$ cat config.mk
export PLATFORM = sky130hd
export DESIGN_NAME = qspi_xip_top
export DESIGN_NICKNAME = d
export VERILOG_FILES = /design/src/qspi_cfg_pkg.sv /design/src/qspi_proto_pkg.sv /design/src/qspi_frame_if.sv /design/src/qspi_cfg_regs.sv /design/src/qspi_read_capture.sv /design/src/qspi_shift_engine.sv /design/src/qspi_xip_top.sv /design/src/xip_req_decode.sv
export SDC_FILE = /design/constraint.sdc
export NUM_CORES = 1
export LEC_CHECK = 0
export BUFFER_PORTS_ARGS = -buffer_cell sky130_fd_sc_hd__buf_2
export CAP_MARGIN = 40
export CORE_ASPECT_RATIO = 1.25
export CORE_MARGIN = 4
export CORE_UTILIZATION = 30
export CTS_CLUSTER_DIAMETER = 30
export DETAILED_ROUTE_END_ITERATION = 10
export PLACE_DENSITY_LB_ADDON = 0.05
export SYNTH_ARGS = -nofsm -noshare
export SYNTH_HDL_FRONTEND = slang
export SYNTH_SLANG_ARGS = --single-unit
$ cat constraint.sdc
create_clock -name clk_i -period 8.67 [get_ports clk_i]
set_clock_uncertainty 0.2 [all_clocks]
set_input_delay 0.867 -clock clk_i [delete_from_list [all_inputs] [get_ports clk_i]]
set_output_delay 0.867 -clock clk_i [all_outputs]
set_load 0.005 [all_outputs]
$ cat src/qspi_cfg_pkg.sv
package qspi_cfg_pkg;

  ////////////////////
  // field widths
  ////////////////////
  localparam int cfg_base_w  = 24;
  localparam int cfg_dummy_w = 6;

  localparam logic [cfg_dummy_w-1:0] cfg_dummy_rst = 6'd10;  // flash default

  // bit positions inside the 32-bit config word
  localparam int cfg_exit_bit = cfg_base_w;
  localparam int cfg_quad_bit = cfg_base_w + 1;

  // layout, msb first
  //   31:26 dummy | 25 quad | 24 exit | 23:0 base
  typedef struct packed {
    logic [cfg_dummy_w-1:0] dummy;
    logic                   quad;      // quad XIP enable
    logic                   exit_req;  // leave XIP on next fetch
    logic [cfg_base_w-1:0]  base;
  } cfg_word_t;

endpackage

$ cat src/qspi_proto_pkg.sv
package qspi_proto_pkg;

  ////////////////////
  // standard spi read
  ////////////////////
  localparam logic [7:0] spi_read_op = 8'h03;
  localparam int         spi_tx_bits = 32;  // opcode + 24 bit address
  localparam int         spi_rx_bits = 32;

  ////////////////////
  // quad xip read
  ////////////////////
  localparam int quad_tx_nib    = 8;  // 6 address, 2 mode
  localparam int quad_rx_nib    = 8;
  localparam int quad_exit_clks = 2;  // trailing clocks after dummy on exit

  // address nibbles zero, leading mode nibble 0001
  localparam logic [31:0] exit_pattern = 32'h0000_0010;

  // pin output enables, active low
  localparam logic [3:0] oe_spi      = 4'b1110;
  localparam logic [3:0] oe_quad_out = 4'b0000;
  localparam logic [3:0] oe_quad_in  = 4'b1111;

  typedef enum logic [1:0] {xfer_spi_rd, xfer_quad_rd, xfer_quad_exit} xfer_kind_t;

endpackage

$ cat src/qspi_frame_if.sv
interface qspi_frame_if;

  logic                                 start;     // one cycle
  qspi_proto_pkg::xfer_kind_t           kind;
  logic [31:0]                          tx_frame;  // shifted out msb first
  logic [qspi_cfg_pkg::cfg_dummy_w-1:0] dummy;

  modport decode (
    output start,
    output kind,
    output tx_frame,
    output dummy
  );

  modport engine (
    input start,
    input kind,
    input tx_frame,
    input dummy
  );

endinterface

$ cat src/qspi_cfg_regs.sv
module qspi_cfg_regs (
  input  logic                    clk_i,
  input  logic                    por_ni,
  input  logic [31:0]             cfg_wdata_i,
  input  logic                    cfg_we_i,
  input  logic                    exit_done_i,
  output qspi_cfg_pkg::cfg_word_t cfg_o
);

  qspi_cfg_pkg::cfg_word_t cfg_q;

  always_ff @(posedge clk_i or negedge por_ni) begin
    if (!por_ni) begin
      cfg_q.base     <= '0;
      cfg_q.quad     <= 1'b0;
      cfg_q.exit_req <= 1'b0;
      cfg_q.dummy    <= qspi_cfg_pkg::cfg_dummy_rst;
    end else if (cfg_we_i) begin
      cfg_q.base     <= cfg_wdata_i[qspi_cfg_pkg::cfg_base_w-1:0];
      cfg_q.exit_req <= cfg_wdata_i[qspi_cfg_pkg::cfg_exit_bit];
      cfg_q.quad     <= cfg_wdata_i[qspi_cfg_pkg::cfg_quad_bit];
      cfg_q.dummy    <= cfg_wdata_i[31 -: qspi_cfg_pkg::cfg_dummy_w];
    end else if (exit_done_i) begin
      cfg_q.exit_req <= 1'b0;  // exit sequence sent, back to normal xip
    end
  end

  assign cfg_o = cfg_q;

endmodule

$ cat src/qspi_read_capture.sv
module qspi_read_capture (
  input  logic                       clk_i,
  input  logic                       por_ni,
  input  logic [31:0]                rx_word_i,
  input  logic                       rx_done_i,
  input  qspi_proto_pkg::xfer_kind_t kind_i,
  output logic [31:0]                rdata_o,
  output logic                       rvalid_o
);

  logic rd_done;

  // exits return nothing
  assign rd_done = rx_done_i && (kind_i != qspi_proto_pkg::xfer_quad_exit);

  always_ff @(posedge clk_i or negedge por_ni) begin
    if (!por_ni) begin
      rvalid_o <= 1'b0;
    end else begin
      rvalid_o <= rd_done;
    end
  end

  always_ff @(posedge clk_i) begin
    if (rd_done) begin
      rdata_o <= rx_word_i;  // held until next read
    end
  end

  a_rvalid_pulse: assert property (@(posedge clk_i) disable iff (!por_ni)
    rvalid_o |=> !rvalid_o);

endmodule

$ cat src/qspi_shift_engine.sv
module qspi_shift_engine (
  input  logic         clk_i,
  input  logic         por_ni,
  qspi_frame_if.engine frame,
  input  logic [3:0]   qspi_i,
  output logic [3:0]   qspi_o,
  output logic [3:0]   qspi_oe_o,
  output logic         qspi_csb_o,
  output logic         qspi_clk_o,
  output logic         busy_o,
  output logic [31:0]  rx_word_o,
  output logic         rx_done_o,
  output logic         exit_done_o
);

  typedef enum logic [1:0] {st_idle, st_low, st_high, st_finish} eng_state_t;

  eng_state_t                           state_q;
  qspi_proto_pkg::xfer_kind_t           kind_q;
  logic [qspi_cfg_pkg::cfg_dummy_w-1:0] dummy_q;
  logic [6:0]                           cnt_q;  // rising serial edges so far
  logic [31:0]                          tx_q;
  logic [31:0]                          rx_q;
  logic [6:0]                           data_start;
  logic [6:0]                           last_cnt;
  logic                                 quad;

  assign quad = (kind_q != qspi_proto_pkg::xfer_spi_rd);

  ////////////////////
  // per-kind lengths
  ////////////////////
  always_comb begin
    data_start = 7'(qspi_proto_pkg::quad_tx_nib) + 7'(dummy_q);
    case (kind_q)
      qspi_proto_pkg::xfer_quad_rd: begin
        last_cnt = data_start + 7'(qspi_proto_pkg::quad_rx_nib);
      end
      qspi_proto_pkg::xfer_quad_exit: begin
        last_cnt = data_start + 7'(qspi_proto_pkg::quad_exit_clks);
      end
      default: begin
        data_start = 7'(qspi_proto_pkg::spi_tx_bits);
        last_cnt   = 7'(qspi_proto_pkg::spi_tx_bits + qspi_proto_pkg::spi_rx_bits);
      end
    endcase
  end

  ////////////////////
  // fsm
  ////////////////////
  always_ff @(posedge clk_i or negedge por_ni) begin
    if (!por_ni) begin
      state_q     <= st_idle;
      kind_q      <= qspi_proto_pkg::xfer_spi_rd;
      dummy_q     <= '0;
      cnt_q       <= '0;
      tx_q        <= '0;
      qspi_csb_o  <= 1'b1;
      qspi_clk_o  <= 1'b1;
      qspi_oe_o   <= qspi_proto_pkg::oe_spi;
      rx_done_o   <= 1'b0;
      exit_done_o <= 1'b0;
    end else begin
      rx_done_o   <= 1'b0;
      exit_done_o <= 1'b0;
      case (state_q)
        st_idle: begin
          if (frame.start) begin
            kind_q     <= frame.kind;
            dummy_q    <= frame.dummy;
            tx_q       <= frame.tx_frame;  // first bit valid as csb falls
            cnt_q      <= '0;
            qspi_csb_o <= 1'b0;
            qspi_oe_o  <= (frame.kind == qspi_proto_pkg::xfer_spi_rd) ?
                          qspi_proto_pkg::oe_spi : qspi_proto_pkg::oe_quad_out;
            state_q    <= st_low;
          end
        end
        st_low: begin
          qspi_clk_o <= 1'b0;
          if (cnt_q != '0) begin  // falling edge, advance data
            tx_q <= quad ? {tx_q[27:0], 4'b0000} : {tx_q[30:0], 1'b0};
          end
          if (kind_q == qspi_proto_pkg::xfer_quad_rd && cnt_q == data_start) begin
            qspi_oe_o <= qspi_proto_pkg::oe_quad_in;  // dummy done, flash drives
          end
          state_q <= st_high;
        end
        st_high: begin
          qspi_clk_o <= 1'b1;
          cnt_q      <= cnt_q + 7'd1;
          state_q    <= (cnt_q + 7'd1 == last_cnt) ? st_finish : st_low;
        end
        st_finish: begin
          qspi_csb_o  <= 1'b1;
          qspi_oe_o   <= qspi_proto_pkg::oe_spi;
          rx_done_o   <= (kind_q != qspi_proto_pkg::xfer_quad_exit);
          exit_done_o <= (kind_q == qspi_proto_pkg::xfer_quad_exit);
          state_q     <= st_idle;
        end
        default: begin
          state_q <= st_idle;
        end
      endcase
    end
  end

  // sample on the rising serial edge
  always_ff @(posedge clk_i) begin
    if (state_q == st_high && cnt_q >= data_start) begin
      rx_q <= quad ? {rx_q[27:0], qspi_i} : {rx_q[30:0], qspi_i[1]};
    end
  end

  // wp and hold held high in spi mode
  assign qspi_o    = quad ? tx_q[31:28] : {2'b11, 1'b0, tx_q[31]};
  assign rx_word_o = rx_q;
  // keep decode off until the cleared exit bit is visible
  assign busy_o    = (state_q != st_idle) || exit_done_o;

  a_clk_in_frame: assert property (@(posedge clk_i) disable iff (!por_ni)
    $changed(qspi_clk_o) |-> !qspi_csb_o);

  a_done_excl: assert property (@(posedge clk_i) disable iff (!por_ni)
    !(rx_done_o && exit_done_o));

endmodule

$ cat src/qspi_xip_top.sv
module qspi_xip_top (
  input  logic        clk_i,
  input  logic        por_ni,
  input  logic [23:0] addr_i,
  input  logic        req_i,
  output logic [31:0] rdata_o,
  output logic        rvalid_o,
  input  logic [31:0] cfg_wdata_i,
  input  logic        cfg_we_i,
  input  logic [3:0]  qspi_i,
  output logic [3:0]  qspi_o,
  output logic [3:0]  qspi_oe_o,
  output logic        qspi_csb_o,
  output logic        qspi_clk_o
);

  qspi_cfg_pkg::cfg_word_t cfg;
  logic                    busy;
  logic                    exit_done;
  logic                    rx_done;
  logic [31:0]             rx_word;

  qspi_frame_if frame_if ();

  qspi_cfg_regs u_cfg_regs (
    .clk_i       (clk_i),
    .por_ni      (por_ni),
    .cfg_wdata_i (cfg_wdata_i),
    .cfg_we_i    (cfg_we_i),
    .exit_done_i (exit_done),
    .cfg_o       (cfg)
  );

  xip_req_decode u_req_decode (
    .clk_i  (clk_i),
    .por_ni (por_ni),
    .addr_i (addr_i),
    .req_i  (req_i),
    .cfg_i  (cfg),
    .busy_i (busy),
    .frame  (frame_if.decode)
  );

  qspi_shift_engine u_shift_engine (
    .clk_i       (clk_i),
    .por_ni      (por_ni),
    .frame       (frame_if.engine),
    .qspi_i      (qspi_i),
    .qspi_o      (qspi_o),
    .qspi_oe_o   (qspi_oe_o),
    .qspi_csb_o  (qspi_csb_o),
    .qspi_clk_o  (qspi_clk_o),
    .busy_o      (busy),
    .rx_word_o   (rx_word),
    .rx_done_o   (rx_done),
    .exit_done_o (exit_done)
  );

  // frame kind stays stable until the next accepted request
  qspi_read_capture u_read_capture (
    .clk_i     (clk_i),
    .por_ni    (por_ni),
    .rx_word_i (rx_word),
    .rx_done_i (rx_done),
    .kind_i    (frame_if.kind),
    .rdata_o   (rdata_o),
    .rvalid_o  (rvalid_o)
  );

endmodule

$ cat src/xip_req_decode.sv
module xip_req_decode (
  input  logic                    clk_i,
  input  logic                    por_ni,
  input  logic [23:0]             addr_i,
  input  logic                    req_i,
  input  qspi_cfg_pkg::cfg_word_t cfg_i,
  input  logic                    busy_i,
  qspi_frame_if.decode            frame
);

  logic [qspi_cfg_pkg::cfg_base_w-1:0] fetch_addr;
  qspi_proto_pkg::xfer_kind_t          kind;
  logic [31:0]                         tx_frame;
  logic                                accept;

  assign fetch_addr = cfg_i.base + addr_i;
  assign accept     = req_i && !busy_i && !frame.start;  // drop while engine is running

  always_comb begin
    if (!cfg_i.quad) begin
      kind     = qspi_proto_pkg::xfer_spi_rd;
      tx_frame = {qspi_proto_pkg::spi_read_op, fetch_addr};
    end else if (cfg_i.exit_req) begin
      kind     = qspi_proto_pkg::xfer_quad_exit;
      tx_frame = qspi_proto_pkg::exit_pattern;
    end else begin
      kind     = qspi_proto_pkg::xfer_quad_rd;
      tx_frame = {fetch_addr, 8'h00};  // zero mode byte
    end
  end

  always_ff @(posedge clk_i or negedge por_ni) begin
    if (!por_ni) begin
      frame.start <= 1'b0;
    end else begin
      frame.start <= accept;
    end
  end

  // latched on accept and held until the next one
  always_ff @(posedge clk_i) begin
    if (accept) begin
      frame.kind     <= kind;
      frame.tx_frame <= tx_frame;
      frame.dummy    <= cfg_i.dummy;
    end
  end

  a_no_start_busy: assert property (@(posedge clk_i) disable iff (!por_ni)
    frame.start |-> !busy_i);

endmodule
==> results of run 1 <==
==> power breakdown <==
group	internal, W	switching [W]
clock	0.000406	0.000376
combinational	0.000558	0.000748
sequential	0.00126	0.000158
==> flip-flops by register name (all words and copies together) (netlist names) <==
name,cells
u_cfg_regs.cfg_o,32
u_read_capture.rdata_o,32
u_req_decode.frame.tx_frame,32
u_shift_engine.rx_word_o,32
u_shift_engine.tx_q,32
u_shift_engine.cnt_q,7
u_req_decode.frame.dummy,6
u_shift_engine.dummy_q,6
u_req_decode.frame.kind,2
u_shift_engine.kind_q,2
u_shift_engine.qspi_oe_o,2
u_shift_engine.state_q,2
u_read_capture.rvalid_o,1
u_req_decode.frame.start,1
u_shift_engine.exit_done_o,1
u_shift_engine.qspi_clk_o,1
u_shift_engine.qspi_csb_o,1
u_shift_engine.rx_done_o,1
==> final cells by class <==
cell class	instances	area (um2)	area share
multi-input combinational	568	4110	0.365
clock buffer	17	425	0.0378
timing repair buffer	114	606	0.0539
sequential	193	5360	0.477
tap	412	515	0.0459
inverter	21	78.8	0.00701
clock inverter	14	153	0.0136
==> layer usage <==
| layer | up-vias | part of all wire | track usage |
|---|---|---|---|
| met5 | - | 0 | 0 |
| li1 | 3184 | - | - |
| met2 | 118 | 0.50 | 0.217 |
| met1 | 3077 | 0.46 | 0.160 |
| met4 | 0 | 0.0089 | 0.0336 |
| met3 | 12 | 0.037 | 0.0261 |
==> per-stage QoR <==
step / setup WS, ps / area, um2
after floorplan: 3890 / 9700
after CTS: 5590 / 11200
after global routing: 5470 / 11200
after detailed placement: 5110 / 10700
after global placement: 5180 / 10600
final: 5590 / 11200
==> worst paths after layout <==
path	to	slack, ps	cells past startpoint
worst max-delay path	u_req_decode.frame.tx_frame[22]	5590	10
worst min-delay path	u_cfg_regs.cfg_o[19]	200	1
worst max register to register	u_req_decode.frame.tx_frame[22]	5750	9
worst min register to register	u_read_capture.rdata_o[31]	220	0
max in group asynchronous	u_shift_engine.cnt_q[6]	6980	2
min in group clk_i	u_read_capture.rdata_o[31]	220	0
==> Yosys cell counts, types with 2 or more instances <==
cell | n | share of area
mux2_2 | 71 | 0.082
nand3b_1 | 2 | 0.0015
mux2i_1 | 29 | 0.030
clkbuf_1 | 32 | 0.012
nor3b_1 | 2 | 0.0015
dfrtp_1 | 84 | 0.22
a211oi_2 | 4 | 0.0052
o31ai_1 | 3 | 0.0023
a31oi_1 | 6 | 0.0039
a211oi_1 | 4 | 0.0031
edfxtp_1 | 104 | 0.32
xnor2_1 | 22 | 0.020
nor2b_1 | 12 | 0.0077
o21a_1 | 3 | 0.0023
and2_1 | 7 | 0.0045
o211ai_1 | 5 | 0.0039
buf_2 | 5 | 0.0026
nand2b_1 | 7 | 0.0045
o2111ai_1 | 2 | 0.0018
dfstp_2 | 5 | 0.014
buf_1 | 5 | 0.0019
ha_1 | 42 | 0.054
or2_2 | 3 | 0.0019
inv_1 | 20 | 0.0077
nand3_1 | 13 | 0.0067
o21bai_1 | 6 | 0.0046
and3_1 | 3 | 0.0019
o22ai_1 | 12 | 0.0077
buf_4 | 3 | 0.0023
xor2_1 | 15 | 0.014
a21boi_0 | 4 | 0.0031
nand2_1 | 96 | 0.037
o21ai_1 | 9 | 0.0046
a21oi_1 | 28 | 0.014
a22o_1 | 5 | 0.0045
o21ai_0 | 82 | 0.042
a41oi_1 | 2 | 0.0018
a21o_1 | 6 | 0.0046
nor3_1 | 7 | 0.0036
nor2_1 | 31 | 0.012
nand4_1 | 8 | 0.0052
==> cell usage in the layout (no fill, tap or decap), types with 4 or more instances in the layout <==
master | netlist | layout
inv_8 | 0 | 4
o21bai_1 | 6 | 6
nor3_1 | 7 | 7
nor2b_1 | 12 | 12
buf_2 | 5 | 105
nand2_1 | 96 | 96
nand4_1 | 8 | 8
o21ai_0 | 82 | 81
o21ai_1 | 9 | 9
a22o_1 | 5 | 5
dfrtp_1 | 84 | 84
a211oi_2 | 4 | 4
a211oi_1 | 4 | 4
and2_1 | 7 | 7
ha_1 | 42 | 40
a31oi_1 | 6 | 6
xnor2_1 | 22 | 22
mux2_2 | 71 | 71
buf_4 | 3 | 8
mux2i_1 | 29 | 29
o211ai_1 | 5 | 5
xor2_1 | 15 | 15
dfstp_2 | 5 | 5
nor2_1 | 31 | 31
a21o_1 | 6 | 6
clkbuf_16 | 0 | 17
nand3_1 | 13 | 13
o22ai_1 | 12 | 12
nand2b_1 | 7 | 7
a21oi_1 | 28 | 28
inv_1 | 20 | 20
edfxtp_1 | 104 | 104
==> kinds of logic after synthesis <==
family                   count (synthesis)  synth area share
AO/OA/AOI/OAI                          194             0.127
AND/OR/NAND/NOR                        194            0.0907
flip-flops                             193             0.552
multiplexers                           100             0.112
buffers and inverters                   67            0.0285
adder cells (fa/ha/maj)                 43            0.0562
XOR/XNOR                                37            0.0334
==> critical path, stage by stage <==
cell and delay, ps:
buf_2 100, ha_1 220, fa_1 440, a211oi_2 220, nor2_2 100, a21oi_2 240, o21ai_1 210, a211oi_1 300
xor2_1 220, o22ai_1 110
==> impl_metrics.toml, run 1 <==
[cells_and_area]
antenna_cells = 0
instances_no_fill = 1339
finalCoreUtilization = 0.353
n_fill_cell = 3158
area_growth_syn_to_layout_pct = 15.8
drive_gt1_frac = 0.261
layout.nets = 1022

[detailed_routing]
drt_iter0_markers = 266
routed_via_density = 4.77
post_drt_wl_per_cell_um = 16.3
drc = 0
drtPass1Iterations = 4
via_count = 6391
finalWirelength_um = 21800
ant_nets = 0

[floorplanning]
ios = 107
die_x_um = 169
dieArea_um2 = 35300
core_area_um2 = 31900
die_y_um = 209
initial_utilization = 0.304
rows = 73

[outcome]
outcome = "completed"

[yosys]
syn_area_um2 = 9700
syn_area_per_cell_um2 = 11.7
synthArstFlopShare = 0.461
yosysWarnings = 0
syn-num-nets = 935
synth_ff_type = "edfxtp_1"
synth.distinct_cells = 60
yosysSeqAreaShare = 0.552
synth_edf_count = 104
ys_ff_latch = 193
netlist_instances = 828

[sta]
maxSlewViolCount = 0
slew_headroom = 0.480
finalCritPeriodShare = 0.355
setup_viol = 0
finalSetupTns_ps = 0
fin_crit_ps = 3080
fin_hold_ws_ps = 200
rsz0062_at_grt = "no"
fmax_mhz = 325
tightest_slew_ps = 779
hold_violations = 0

[worst_hold_path]
hold_path_class = "in2async"

[setup_path]
rr_startpoint = "u_cfg_regs.cfg_o[0]"
cp_data_required_time_ps = 8630
worstPathArrival_ps = 3030
startpoint_type = "input port"
crit_type = "in2reg"
cp-end-kind = "flop"
crit_start = "addr_i[0]"
path_max_fanout = 4

[power_and_ir_drop]
power_leakage_nw = 4.47
ir_drop_v = 0.000117
p_per_area_nw_per_um2 = 312
power.total_w = 0.00351

[global_route]
overflow = 0
antenna_found_initial = 0
grt_pass1_wl_um = 35800
grt_util_all_layers = 0.126
grt_start_max_net_pins = 68
grt_pass1_vias = 6753

[placed_design]
hpwl_um = 16300
port_buffers = 106
dp.cells = 1308
gp_congestion = 0.790

[clocking]
clock-sinks = 193
cts_setup_buffers = 0
cts_max_level = 4
cts_tree = "built"
path_clk_slew_ps = 80
cts_hold_buf = 0
cts_buffers = 17
cts-root-buf = "clkbuf_16"
post_cts_resized = 0
insertion_delay_ps = 440
cts_buffer_depth = 2

[job]
drv_cap = 0
Note: power is estimated with default switching activity, not from simulation.
==> run 2: changes to the inputs <==
Clock period 8.67 ns to 2.9 ns, I/O delays scaled along.
==> run 2 against run 1 <==
Against the previous run:
- clock-buffer cell count is 6 higher
- routed wire length is 0.72% lower
- global-route usage is 0.14 points higher
- sequential share of layout area decreased by 2.5 points
- worst setup slack worse by 5400 ps
- final cell count is 4.3% higher
- critical endpoint is now u_shift_engine.rx_word_o[5]
==> impl_metrics.toml, run 2 (same netlist as run 1, synthesis figures left out) <==
[outcome]
outcome = "completed"

[cells_and_area]
final_cell_mix = "105 x buf_2, 104 x edfxtp_1, 96 x nand2_1"
final_common_cell = "buf_2"
area_growth_syn_to_layout_pct = 22.2
antenna_cells = 0
drive_gt1_frac = 0.267
n_fill_cell = 3169
layout.nets = 1078
multi_input_area_um2 = 4130
ff_latch_area_um2 = 5360

[floorplanning]
initial_utilization = 0.304
core_area_um2 = 31900
dieArea_um2 = 35300
die_x_um = 169
ios = 107
rows = 73
die_y_um = 209

[sta]
finalCritPeriodShare = 0.940
tightest_slew_ps = 767
hold_violations = 0
worst_slack_ps = 173
rsz0062_at_grt = "no"
setup_viol = 0
slew_headroom = 0.489
maxSlewViolCount = 0
fin_crit_ps = 2730
fmax_mhz = 367

[job]
drv_cap = 0

[setup_path]
cp_cell_sequence = "inv_1, ha_4, nand2_1, ha_1, nor2b_1, o21a_1, o21a_1, o21ai_0, nand2b_1, a21oi_2, o21ai_4, buf_12"
crit_start = "u_shift_engine.kind_q[0]"
crit_type = "reg2reg"
cp-end-kind = "flop"
worstPathArrival_ps = 2710
path_max_fanout = 28
crit_top_cell = "o21a_1"
cp_top_family = "compound AO/OA/AOI/OAI gates"
rr_startpoint = "u_shift_engine.kind_q[0]"
critPathMaxStageDelay_ps = 350
cp_data_required_time_ps = 2880
critPathBufInv = 2
startpoint_type = "flop"
critPathSlowestCell = "dfrtp_1"

[clocking]
cts-root-buf = "clkbuf_16"
insertion_delay_ps = 430
clock-sinks = 193
path_clk_slew_ps = 70
cts_max_level = 4
cts_buffers = 17
cts_buffer_depth = 2
cts_tree = "built"
cts_setup_buffers = 0

[worst_hold_path]
hold_path.startpoint = "addr_i[0]"
hold_path_class = "in2reg"

[placed_design]
post-place-ws_ps = 29.0
gp_congestion = 0.816
port_buffers = 106
hpwl_um = 16300

[global_route]
grt_util_all_layers = 0.127
grt_pass1_vias = 7009
grt_pass1_wl_um = 36500
overflow = 0
antenna_found_initial = 0
grt_start_max_net_pins = 66

[power_and_ir_drop]
power.total_w = 0.0108
power_leakage_nw = 4.76
p_per_area_nw_per_um2 = 911
ir_drop_v = 0.000408

[detailed_routing]
drtPass1Iterations = 4
routed_via_density = 4.69
ant_nets = 0
post_drt_wl_per_cell_um = 15.5
via_count = 6553
finalWirelength_um = 21600
drc = 0
drt_iter0_markers = 322
run 2: report_power, final:
group	switching [W]	internal [W]	total [W]
Combinational	0.00231	0.00191	0.00421
Clock	0.00105	0.00133	0.00238
Sequential	0.000441	0.00376	0.00420
Total	0.00380	0.00700	0.0108
run 2: layout make-up:
| type | instances | share of cell area |
|---|---|---|
| multi-input cells | 568 | 0.349 |
| clock inverters | 9 | 0.00813 |
| flip-flops and latches | 193 | 0.452 |
| clock buffers | 23 | 0.0424 |
| inverters | 21 | 0.00665 |
| repair buffers | 170 | 0.0988 |
| well taps | 412 | 0.0435 |
run 2: final timing paths:
| path | end | slack, ps | cells past startpoint |
|---|---|---|---|
| worst max-delay path | u_shift_engine.rx_word_o[5] | 170 | 12 |
| worst min-delay path | u_req_decode.frame.tx_frame[0] | 150 | 3 |
| worst max register to register | u_shift_engine.rx_word_o[5] | 170 | 12 |
| worst min register to register | u_read_capture.rdata_o[31] | 220 | 0 |
| max in group asynchronous | u_shift_engine.qspi_clk_o | 1550 | 3 |
| min in group asynchronous | u_cfg_regs.cfg_o[19] | 180 | 2 |
run 2: worst reg2reg max path: cells and delay by family (launching register included):
kind	cells	cell delay, ps
simple gates	3	290
compound gates	5	780
flops	1	350
buf+inv	2	290
fa+ha+maj	2	570
run 2: timing repair:
| item | in CTS | in global routing |
|---|---|---|
| endpoints found under the hold margin | 74 | 0 |
| endpoints found under the setup margin | 0 | 32 |
| hold buffers | 38 | 0 |
| gates resized for setup | 0 | 3 |
run 2: metal layers:
metal	GRT usage	vias up	part of all wire
li1	-	3296	-
met1	0.164	3120	0.46
met2	0.214	118	0.49
met3	0.0291	19	0.040
met4	0.0358	0	0.012
met5	0	-	0
run 2: per-stage QoR:
| step | setup TNS [ps] | utilization | area (um2) | hold WS (ps) | std cells |
|---|---|---|---|---|---|
| 6_report | 0 | 0.372 | 11900 | 149 | 1396 |
| 5_1_grt | 0 | 0.372 | 11900 | 154 | 1396 |
| 4_1_cts | 0 | 0.371 | 11800 | 144 | 1396 |
| 3_5_place_dp | 0 | 0.341 | 10900 | 134 | 1326 |
| 3_3_place_gp | -3200 | 0.340 | 10800 | 133 | 1325 |
| 2_1_floorplan | 0 | - | 9740 | -206 | 828 |
